--- src/design/pe_pkg.sv ---
package pe_pkg;

    //////////////////////////////
    // Data words
    //////////////////////////////

    typedef logic signed [7:0]  act_t;   // Input feature value
    typedef logic signed [7:0]  wgt_t;   // Filter tap
    typedef logic signed [23:0] psum_t;  // Holds 16 full products

    //////////////////////////////
    // Job configuration
    //////////////////////////////

    typedef enum logic {
        MODE_CONV = 1'b0,
        MODE_ADD  = 1'b1
    } pe_mode_e;

    typedef struct packed {
        pe_mode_e   mode;
        logic [3:0] stride;    // 1 to 15
        logic [4:0] filt_len;
        logic [5:0] if_len;
        logic [5:0] n_psum;    // Incoming sums per accumulate job
    } pe_cfg_t;

    typedef struct packed {
        logic [5:0] idx;       // Window position
        psum_t      value;
    } psum_msg_t;

    //////////////////////////////
    // Link credits
    //////////////////////////////

    localparam int OUT_CREDITS = 4;
    localparam int IN_CREDITS  = 4;

endpackage

--- src/design/scratchpad.sv ---
`timescale 1ns/1ps

module scratchpad #(
    parameter int  DEPTH  = 32,
    parameter type elem_t = logic [7:0]
) (
    input  logic                     clk,
    input  logic                     wr_en,
    input  logic [$clog2(DEPTH)-1:0] wr_addr,
    input  elem_t                    wr_data,
    input  logic [$clog2(DEPTH)-1:0] rd_addr,
    output elem_t                    rd_data
);

    elem_t mem [DEPTH];

    always_ff @(posedge clk) begin
        if (wr_en) begin
            mem[wr_addr] <= wr_data;
        end
        rd_data <= mem[rd_addr];  // One cycle read
    end

endmodule

--- src/design/mac_unit.sv ---
`timescale 1ns/1ps

module mac_unit import pe_pkg::*; (
    input  logic  clk,
    input  logic  rst,
    input  logic  tap_valid,
    input  logic  first_tap,
    input  logic  last_tap,
    input  act_t  act,
    input  wgt_t  wgt,
    output logic  mac_valid,
    output psum_t mac_sum
);

    logic signed [15:0] prod;
    psum_t              acc;

    assign prod = act * wgt;

    always_ff @(posedge clk) begin
        if (tap_valid) begin
            acc <= (first_tap ? '0 : acc) + psum_t'(prod);  // New window restarts
        end
    end

    always_ff @(posedge clk or posedge rst) begin
        if (rst) begin
            mac_valid <= 1'b0;
        end else begin
            mac_valid <= tap_valid && last_tap;
        end
    end

    assign mac_sum = acc;

endmodule

--- src/design/window_addr_gen.sv ---
`timescale 1ns/1ps

module window_addr_gen import pe_pkg::*; #(
    parameter int IF_DEPTH   = 32,
    parameter int FILT_DEPTH = 16
) (
    input  logic                          clk,
    input  logic                          rst,
    input  logic                          gen_start,
    input  logic                          stall,
    input  pe_cfg_t                       job_cfg,
    output logic [$clog2(IF_DEPTH)-1:0]   if_rd_addr,
    output logic [$clog2(FILT_DEPTH)-1:0] filt_rd_addr,
    output logic                          tap_valid,
    output logic                          first_tap,
    output logic                          last_tap,
    output logic                          win_done
);

    localparam int IA = $clog2(IF_DEPTH);
    localparam int FA = $clog2(FILT_DEPTH);

    logic [IA-1:0] base;
    logic [FA-1:0] tap;
    logic          active;
    logic          issue;
    logic          at_last_tap;
    logic          at_last_win;

    assign issue       = active && !stall;
    assign at_last_tap = int'(tap) == int'(job_cfg.filt_len) - 1;
    // Next window would run past the input row
    assign at_last_win = int'(base) + int'(job_cfg.stride) + int'(job_cfg.filt_len) >
                         int'(job_cfg.if_len);

    assign if_rd_addr   = base + IA'(tap);
    assign filt_rd_addr = tap;

    always_ff @(posedge clk or posedge rst) begin
        if (rst) begin
            active <= 1'b0;
            base   <= '0;
            tap    <= '0;
        end else if (gen_start) begin
            active <= 1'b1;
            base   <= '0;
            tap    <= '0;
        end else if (issue) begin
            if (at_last_tap) begin
                tap <= '0;
                if (at_last_win) begin
                    active <= 1'b0;
                end else begin
                    base <= base + IA'(job_cfg.stride);
                end
            end else begin
                tap <= tap + 1'b1;
            end
        end
    end

    // Flags trail the address by the scratchpad read latency
    always_ff @(posedge clk or posedge rst) begin
        if (rst) begin
            tap_valid <= 1'b0;
            first_tap <= 1'b0;
            last_tap  <= 1'b0;
            win_done  <= 1'b0;
        end else begin
            tap_valid <= issue;
            first_tap <= issue && tap == '0;
            last_tap  <= issue && at_last_tap;
            win_done  <= issue && at_last_tap && at_last_win;
        end
    end

    assert property (@(posedge clk) disable iff (rst)
        issue |-> int'(if_rd_addr) < int'(job_cfg.if_len));

endmodule

--- src/design/psum_buffer.sv ---
`timescale 1ns/1ps

module psum_buffer import pe_pkg::*; #(
    parameter int PSUM_DEPTH = 32
) (
    input  logic      clk,
    input  logic      rst,
    input  pe_cfg_t   job_cfg,
    input  logic      add_en,
    input  logic      mac_valid,
    input  psum_t     mac_sum,
    input  logic      in_valid,
    input  psum_msg_t in_msg,
    output logic      in_credit,
    output logic      out_valid,
    output psum_msg_t out_msg,
    input  logic      out_credit,
    output logic      out_room,
    output logic      add_done
);

    localparam int PA = $clog2(PSUM_DEPTH);
    localparam int QA = $clog2(IN_CREDITS);
    localparam int QW = QA + 1;
    localparam int CW = $clog2(OUT_CREDITS + 1);

    psum_t         mem  [PSUM_DEPTH];
    psum_msg_t     fifo [IN_CREDITS];
    logic [QA-1:0] fifo_wr;
    logic [QA-1:0] fifo_rd;
    logic [QW-1:0] fifo_cnt;
    logic [CW-1:0] credits;
    logic [CW-1:0] avail;
    logic [5:0]    wr_idx;
    logic [5:0]    send_idx;
    logic [5:0]    pend_cnt;
    logic [5:0]    pop_cnt;
    logic          conv_send;
    logic          pop;
    logic          pop_last;
    logic          add_vld;
    logic          add_last;
    logic          out_last;
    psum_msg_t     head;
    psum_msg_t     add_msg;
    psum_msg_t     conv_msg;
    psum_t         add_sum;

    // Window index wraps after the last window, so each job starts at zero
    function automatic logic is_last_win(logic [5:0] idx, pe_cfg_t c);
        logic [10:0] end_pos;
        end_pos = 11'(idx) * 11'(c.stride) + 11'(c.stride) + 11'(c.filt_len);
        return end_pos > 11'(c.if_len);
    endfunction

    //////////////////////////////
    // Send decision
    //////////////////////////////

    assign avail     = credits - CW'(out_valid) - CW'(add_vld);  // Unreserved credits
    assign out_room  = avail != '0 && pend_cnt == '0;
    assign conv_send = (mac_valid || pend_cnt != '0) && avail != '0 && !add_vld;
    assign conv_msg  = '{idx: send_idx,
                         value: (pend_cnt != '0) ? mem[send_idx[PA-1:0]] : mac_sum};

    assign head     = fifo[fifo_rd];
    assign pop      = add_en && fifo_cnt != '0 && avail != '0;
    assign pop_last = pop_cnt == job_cfg.n_psum - 6'd1;
    assign add_sum  = mem[head.idx[PA-1:0]] + head.value;
    assign add_done = out_valid && out_last;

    //////////////////////////////
    // Storage
    //////////////////////////////

    always_ff @(posedge clk) begin
        if (in_valid) begin
            fifo[fifo_wr] <= in_msg;
        end
        if (pop) begin
            mem[head.idx[PA-1:0]] <= add_sum;
            add_msg               <= '{idx: head.idx, value: add_sum};
        end else if (mac_valid) begin
            mem[wr_idx[PA-1:0]] <= mac_sum;
        end
        if (add_vld) begin
            out_msg <= add_msg;
        end else if (conv_send) begin
            out_msg <= conv_msg;
        end
    end

    //////////////////////////////
    // Counters and handshakes
    //////////////////////////////

    always_ff @(posedge clk or posedge rst) begin
        if (rst) begin
            credits   <= CW'(OUT_CREDITS);
            out_valid <= 1'b0;
            out_last  <= 1'b0;
            add_vld   <= 1'b0;
            add_last  <= 1'b0;
            in_credit <= 1'b0;
            fifo_wr   <= '0;
            fifo_rd   <= '0;
            fifo_cnt  <= '0;
            wr_idx    <= '0;
            send_idx  <= '0;
            pend_cnt  <= '0;
            pop_cnt   <= '0;
        end else begin
            credits   <= credits - CW'(out_valid) + CW'(out_credit);
            out_valid <= add_vld || conv_send;
            out_last  <= add_vld && add_last;
            add_vld   <= pop;
            in_credit <= pop;  // Entry freed
            fifo_cnt  <= fifo_cnt + QW'(in_valid) - QW'(pop);
            pend_cnt  <= pend_cnt + 6'(mac_valid) - 6'(conv_send);
            if (in_valid) begin
                fifo_wr <= fifo_wr + 1'b1;
            end
            if (pop) begin
                fifo_rd  <= fifo_rd + 1'b1;
                add_last <= pop_last;
                pop_cnt  <= pop_last ? '0 : pop_cnt + 6'd1;
            end
            if (mac_valid) begin
                wr_idx <= is_last_win(wr_idx, job_cfg) ? '0 : wr_idx + 6'd1;
            end
            if (conv_send) begin
                send_idx <= is_last_win(send_idx, job_cfg) ? '0 : send_idx + 6'd1;
            end
        end
    end

    assert property (@(posedge clk) disable iff (rst) out_valid |-> credits != '0);

    // Receiver never hands back more than was sent
    assert property (@(posedge clk) disable iff (rst)
        out_credit |-> credits < CW'(OUT_CREDITS));

    assert property (@(posedge clk) disable iff (rst) in_valid |-> fifo_cnt < QW'(IN_CREDITS));

endmodule

--- src/design/pe_controller.sv ---
`timescale 1ns/1ps

module pe_controller import pe_pkg::*; (
    input  logic    clk,
    input  logic    rst,
    input  logic    start,
    input  pe_cfg_t cfg,
    input  logic    win_done,
    input  logic    add_done,
    input  logic    out_room,
    output logic    gen_start,
    output logic    stall,
    output logic    add_en,
    output logic    busy,
    output logic    done,
    output pe_cfg_t job_cfg
);

    typedef enum logic [2:0] {
        IDLE,
        LATCH,
        CONV,
        DRAIN,
        ADD,
        FINISH
    } state_e;

    state_e     state;
    state_e     state_nxt;
    logic [1:0] drain_cnt;
    logic       accept;

    assign accept = start && !busy;

    always_ff @(posedge clk or posedge rst) begin
        if (rst) begin
            state     <= IDLE;
            job_cfg   <= '0;
            drain_cnt <= '0;
        end else begin
            state <= state_nxt;
            if (accept) begin
                job_cfg <= cfg;
            end
            drain_cnt <= (state == DRAIN && drain_cnt != 2'd2) ? drain_cnt + 2'd1 :
                         (state == DRAIN) ? drain_cnt : 2'd0;
        end
    end

    always_comb begin
        state_nxt = state;
        case (state)
            IDLE:    state_nxt = accept ? LATCH : IDLE;
            LATCH:   state_nxt = (job_cfg.mode == MODE_ADD) ? ADD : CONV;
            CONV:    state_nxt = win_done ? DRAIN : CONV;
            DRAIN:   state_nxt = (drain_cnt == 2'd2 && out_room) ? FINISH : DRAIN;  // Last sums leave
            ADD:     state_nxt = add_done ? FINISH : ADD;
            FINISH:  state_nxt = accept ? LATCH : IDLE;
            default: state_nxt = IDLE;
        endcase
    end

    assign busy      = state inside {LATCH, CONV, DRAIN, ADD};
    assign done      = state == FINISH;
    assign gen_start = state == LATCH && job_cfg.mode == MODE_CONV;
    assign stall     = state == CONV && !out_room;  // Hold taps until a credit frees
    assign add_en    = state == ADD;

    // Address generator ends a window sweep only inside a convolve job
    assert property (@(posedge clk) disable iff (rst)
        win_done |-> state == CONV);

    // Last accumulate send only inside an accumulate job
    assert property (@(posedge clk) disable iff (rst)
        add_done |-> state == ADD);

endmodule

--- src/design/conv_pe_top.sv ---
`timescale 1ns/1ps

module conv_pe_top import pe_pkg::*; #(
    parameter int IF_DEPTH   = 32,
    parameter int FILT_DEPTH = 16,
    parameter int PSUM_DEPTH = 32
) (
    input  logic                          clk,
    input  logic                          rst,
    input  logic                          if_wr_valid,
    input  logic [$clog2(IF_DEPTH)-1:0]   if_wr_addr,
    input  act_t                          if_wr_data,
    input  logic                          filt_wr_valid,
    input  logic [$clog2(FILT_DEPTH)-1:0] filt_wr_addr,
    input  wgt_t                          filt_wr_data,
    input  logic                          start,
    input  pe_cfg_t                       cfg,
    output logic                          busy,
    output logic                          done,
    output logic                          out_valid,
    output psum_msg_t                     out_msg,
    input  logic                          out_credit,
    input  logic                          in_valid,
    input  psum_msg_t                     in_msg,
    output logic                          in_credit
);

    logic                          gen_start;
    logic                          stall;
    logic                          add_en;
    logic                          win_done;
    logic                          add_done;
    logic                          out_room;
    pe_cfg_t                       job_cfg;
    logic [$clog2(IF_DEPTH)-1:0]   if_rd_addr;
    logic [$clog2(FILT_DEPTH)-1:0] filt_rd_addr;
    logic                          tap_valid;
    logic                          first_tap;
    logic                          last_tap;
    act_t                          act;
    wgt_t                          wgt;
    logic                          mac_valid;
    psum_t                         mac_sum;

    pe_controller u_pe_controller (
        .clk       (clk),
        .rst       (rst),
        .start     (start),
        .cfg       (cfg),
        .win_done  (win_done),
        .add_done  (add_done),
        .out_room  (out_room),
        .gen_start (gen_start),
        .stall     (stall),
        .add_en    (add_en),
        .busy      (busy),
        .done      (done),
        .job_cfg   (job_cfg)
    );

    window_addr_gen #(
        .IF_DEPTH   (IF_DEPTH),
        .FILT_DEPTH (FILT_DEPTH)
    ) u_window_addr_gen (
        .clk          (clk),
        .rst          (rst),
        .gen_start    (gen_start),
        .stall        (stall),
        .job_cfg      (job_cfg),
        .if_rd_addr   (if_rd_addr),
        .filt_rd_addr (filt_rd_addr),
        .tap_valid    (tap_valid),
        .first_tap    (first_tap),
        .last_tap     (last_tap),
        .win_done     (win_done)
    );

    scratchpad #(.DEPTH(IF_DEPTH), .elem_t(act_t)) u_if_spad (
        .clk     (clk),
        .wr_en   (if_wr_valid),
        .wr_addr (if_wr_addr),
        .wr_data (if_wr_data),
        .rd_addr (if_rd_addr),
        .rd_data (act)
    );

    scratchpad #(.DEPTH(FILT_DEPTH), .elem_t(wgt_t)) u_filt_spad (
        .clk     (clk),
        .wr_en   (filt_wr_valid),
        .wr_addr (filt_wr_addr),
        .wr_data (filt_wr_data),
        .rd_addr (filt_rd_addr),
        .rd_data (wgt)
    );

    mac_unit u_mac_unit (
        .clk       (clk),
        .rst       (rst),
        .tap_valid (tap_valid),
        .first_tap (first_tap),
        .last_tap  (last_tap),
        .act       (act),
        .wgt       (wgt),
        .mac_valid (mac_valid),
        .mac_sum   (mac_sum)
    );

    psum_buffer #(.PSUM_DEPTH(PSUM_DEPTH)) u_psum_buffer (
        .clk        (clk),
        .rst        (rst),
        .job_cfg    (job_cfg),
        .add_en     (add_en),
        .mac_valid  (mac_valid),
        .mac_sum    (mac_sum),
        .in_valid   (in_valid),
        .in_msg     (in_msg),
        .in_credit  (in_credit),
        .out_valid  (out_valid),
        .out_msg    (out_msg),
        .out_credit (out_credit),
        .out_room   (out_room),
        .add_done   (add_done)
    );

endmodule

--- config.mk ---
export PLATFORM = sky130hd
export DESIGN_NAME = conv_pe_top
export DESIGN_NICKNAME = d
export VERILOG_FILES = /design/src/design/pe_pkg.sv /design/src/design/scratchpad.sv /design/src/design/mac_unit.sv /design/src/design/window_addr_gen.sv /design/src/design/psum_buffer.sv /design/src/design/pe_controller.sv /design/src/design/conv_pe_top.sv
export SDC_FILE = /design/constraint.sdc
export NUM_CORES = 2
export LEC_CHECK = 0
export BUFFER_PORTS_ARGS = -buffer_cell sky130_fd_sc_hd__buf_2
export CELL_PAD_IN_SITES_DETAIL_PLACEMENT = 1
export CELL_PAD_IN_SITES_GLOBAL_PLACEMENT = 1
export CORE_ASPECT_RATIO = 1.2
export CORE_MARGIN = 4
export CORE_UTILIZATION = 50
export DETAILED_ROUTE_END_ITERATION = 12
export HOLD_SLACK_MARGIN = 0.02
export PLACE_DENSITY_LB_ADDON = 0.1
export SYNTH_ARGS = -nofsm -noshare
export SYNTH_HDL_FRONTEND = slang
export SYNTH_SLANG_ARGS = --single-unit
--- constraint.sdc ---
create_clock -name clk -period 5.9 [get_ports clk]
set_input_delay 1.77 -clock clk [delete_from_list [all_inputs] [get_ports clk]]
set_output_delay 1.77 -clock clk [all_outputs]
set_load 0.05 [all_outputs]
==> results_dict.tcl <==
set metrics [dict create \
    status "finished with violations" \
    violations "setup timing" \
    antenna_left 0 \
    die_w_um 348 \
    first_pass_iters 7 \
    skew_ns 0.0264 \
    grt_usage_pct 27.6 \
    initial_core_util_pct 50.4 \
    critPathRequiredTime_ns 6.44 \
    gp_congestion 0.826 \
    cts_root_buf "clkbuf_16" \
    max_stage_delay_ns 0.54 \
    hold_buffers 0 \
    n_fill_cell 12000 \
    route.vias.total 38800 \
    htree_num_levels 4 \
    wirelength_um 197000 \
    cp.arrival_ns 6.53 \
    clkLatencyLatePin_ns 0.81 \
    hold_viol 0 \
    fmax_mhz 167 \
    maxCapViolCount 0 \
    clk_path_buf_depth 3 \
    hpwl_um 125000 \
    avgRoutedWirePerCell_um 32.6 \
    final_cells 6049 \
    tightest_slew_ns 1.21 \
    rsz0062_at_grt "true" \
    syn-num-nets 4136 \
    cts_made_buffers 150 \
    ys_types 76 \
    grt_pass1_vias 41700 \
    ys.flop_type "edfxtp_1" \
    layout_commonest_cell "edfxtp_1" \
    startpoint_type "flip-flop" \
    synth-async-reset-ratio_pct 5.51 \
    synth_top_area_share_pct 58.6 \
    std_cell_rows 149 \
    preCtsSetupSlack_ns -0.450 \
    yosysTopAreaCell "edfxtp_1" \
    synth.avg_cell_area_um2 18.4 \
    post-route-util_pct 57.7 \
    yosys-top-cells-area "edfxtp_1 (59%), mux4_2 (20%), ha_1 (3.1%), dfrtp_1 (2.8%), fa_1 (2.8%)" \
    drv_slew 0 \
    viasPerCell 6.41 \
    grt_overflow 0 \
    grt_max_degree 99 \
    slowest_stage "fa_1" \
    slew_headroom_pct 19.6 \
    synth-seq-area-share_pct 62.0 \
    design_area_um2 79400 \
    drt_iter0_drc 3624 \
    yosys_warnings 0 \
    ff_latch_area_um2 43100 \
    cp_max_fo 7 \
    criticalPathCategory "flip-flop to flip-flop" \
    final_cell_mix "edfxtp_1 (1,356), mux4_2 (615), buf_4 (206), nand2_1 (184)" \
    fin_crit_ns 5.99 \
    hold_class "flip-flop to flip-flop" \
    grt_pass1_wl_um 290000 \
    drive_gt1_share_pct 33.7 \
    path_common_cell "a21oi_2" \
    fin_ws_ns -0.0858 \
    setup_viol 3 \
    path_clk_slew_ns 0.06 \
    io_buffers 117 \
    antenna_found_initial 4 \
    core-area_um2 138000 \
    pin_count 118 \
    placed_cells 5756 \
    synthCells 3783 \
    period_share_pct 101 \
    fp.dieH_um 416 \
    area_delta_synth_final_pct 14.4 \
    cts_tree "built" \
    cts.sinks 1452 \
    synth-edff-count 1356 \
    ys_ff_latch 1452 \
    drc 0 \
    post_dp_cell_area_um2 74000 \
    nets 4467 \
    worst_setup_path_end_kind "flip-flop" \
    multi_input_area_um2 25700 \
    dieArea_um2 145000 \
    netlist_area_um2 69500 \
]
[per-layer routing]
layer  vias to the layer above  global-route usage, %  wire, um
li1                      15900                      -         -
met1                     20900                   37.3     76200
met2                      1652                   45.9     98700
met3                       330                   4.95     15300
met4                         2                   9.14      6950
met5                         -                      0         9
[metrics by stage]
step                setup TNS [ns]  hold WS [ns]
finish                      -0.129         0.486
global route                 -5.16         0.505
CTS                         -0.314         0.492
detailed placement          -21.99         0.480
global placement             -2.92         0.461
floorplan                        0         0.428
[final timing paths]
path / startpoint / depth (start not counted) / to / slack [ns]
max in group asynchronous: rst / 3 / u_window_addr_gen.filt_rd_addr[0] / 3.95
worst min-delay path: u_psum_buffer.fifo_cnt[2] / 1 / u_psum_buffer.fifo_cnt[2] / 0.49
worst max-delay path: u_filt_spad.rd_data[4] / 28 / u_mac_unit.mac_sum[23] / -0.09
min in group asynchronous: rst / 2 / u_pe_controller.job_cfg[11] / 1.09
worst max register to register: u_filt_spad.rd_data[4] / 28 / u_mac_unit.mac_sum[23] / -0.09
worst min register to register: u_psum_buffer.fifo_cnt[2] / 1 / u_psum_buffer.fifo_cnt[2] / 0.49
[synth_stat cells, types with 6 or more instances]
cell type	number
nor2b_1	39
mux4_1	11
nor3_1	26
buf_4	6
nand2b_1	25
fa_1	96
buf_1	26
and2_1	76
xnor2_1	65
nand3b_1	7
xor2_1	38
nand4_1	7
dfrtp_1	79
buf_2	49
a31oi_1	12
o31ai_1	7
o21ai_0	62
and3_1	9
o21bai_1	14
nor2_1	132
mux4_2	616
buf_6	6
mux2i_1	34
dfxtp_1	16
clkbuf_1	101
a21oi_1	76
edfxtp_1	1356
nor4_1	7
mux2_2	66
nand2_1	187
o21a_1	7
a211oi_1	7
a21o_1	33
o211ai_1	6
o21ai_1	28
inv_1	175
nand3_1	28
ha_1	173
[state kept, by name, indices dropped and copies added, names as in the netlist, 4 cells and up]
register / count
u_filt_spad.mem: 128
u_filt_spad.rd_data: 8
u_if_spad.mem: 256
u_if_spad.rd_data: 8
u_mac_unit.mac_sum: 24
u_pe_controller.job_cfg: 22
u_psum_buffer.add_msg: 30
u_psum_buffer.fifo: 120
u_psum_buffer.mem: 768
u_psum_buffer.out_msg: 30
u_psum_buffer.pend_cnt: 6
u_psum_buffer.pop_cnt: 6
u_psum_buffer.send_idx: 6
u_psum_buffer.wr_idx: 6
u_window_addr_gen.base: 5
u_window_addr_gen.filt_rd_addr: 4
[kinds of logic (layout without fill, tap and decap cells)]
kind of cell	count (synthesis)	after routing	share of synthesized area, %
buffers and inverters	367	814	2.20
AND/OR/NAND/NOR	576	576	4.02
adder cells (fa/ha/maj)	269	269	5.88
AO/OA/AOI/OAI	284	284	2.55
multiplexers	729	733	22.0
other	0	3	0
XOR/XNOR	106	106	1.39
flip-flops	1452	1452	62.0
[cell type report]
cell class / instances / area share (%)
Antenna cell: 3 / 0.00945
Clock inverter: 85 / 1.11
Tap cell: 1812 / 2.85
Inverter: 177 / 0.876
Sequential cell: 1452 / 54.2
Multi-Input combinational cell: 1968 / 32.3
Timing Repair Buffer: 365 / 3.61
Clock buffer: 187 / 4.98
[what timing repair did]
action	CTS	global route
gates cloned	2	2
pin swaps	38	31
setup buffers	9	6
gates resized for setup	67	47
setup endpoints to repair	263	263
[worst max-delay path, delay by kind of cell, from the launching register on]
kind / cells / cell delay [ns]
flip-flops: 1 / 0.32
XOR/XNOR: 2 / 0.27
AND/OR/NAND/NOR: 6 / 0.72
adder cells (fa/ha/maj): 6 / 2.30
buffers and inverters: 3 / 0.24
AO/OA/AOI/OAI: 11 / 1.90
Power is not shown: default switching activity piles up to over one toggle a cycle in this logic, so the estimate is an artifact.
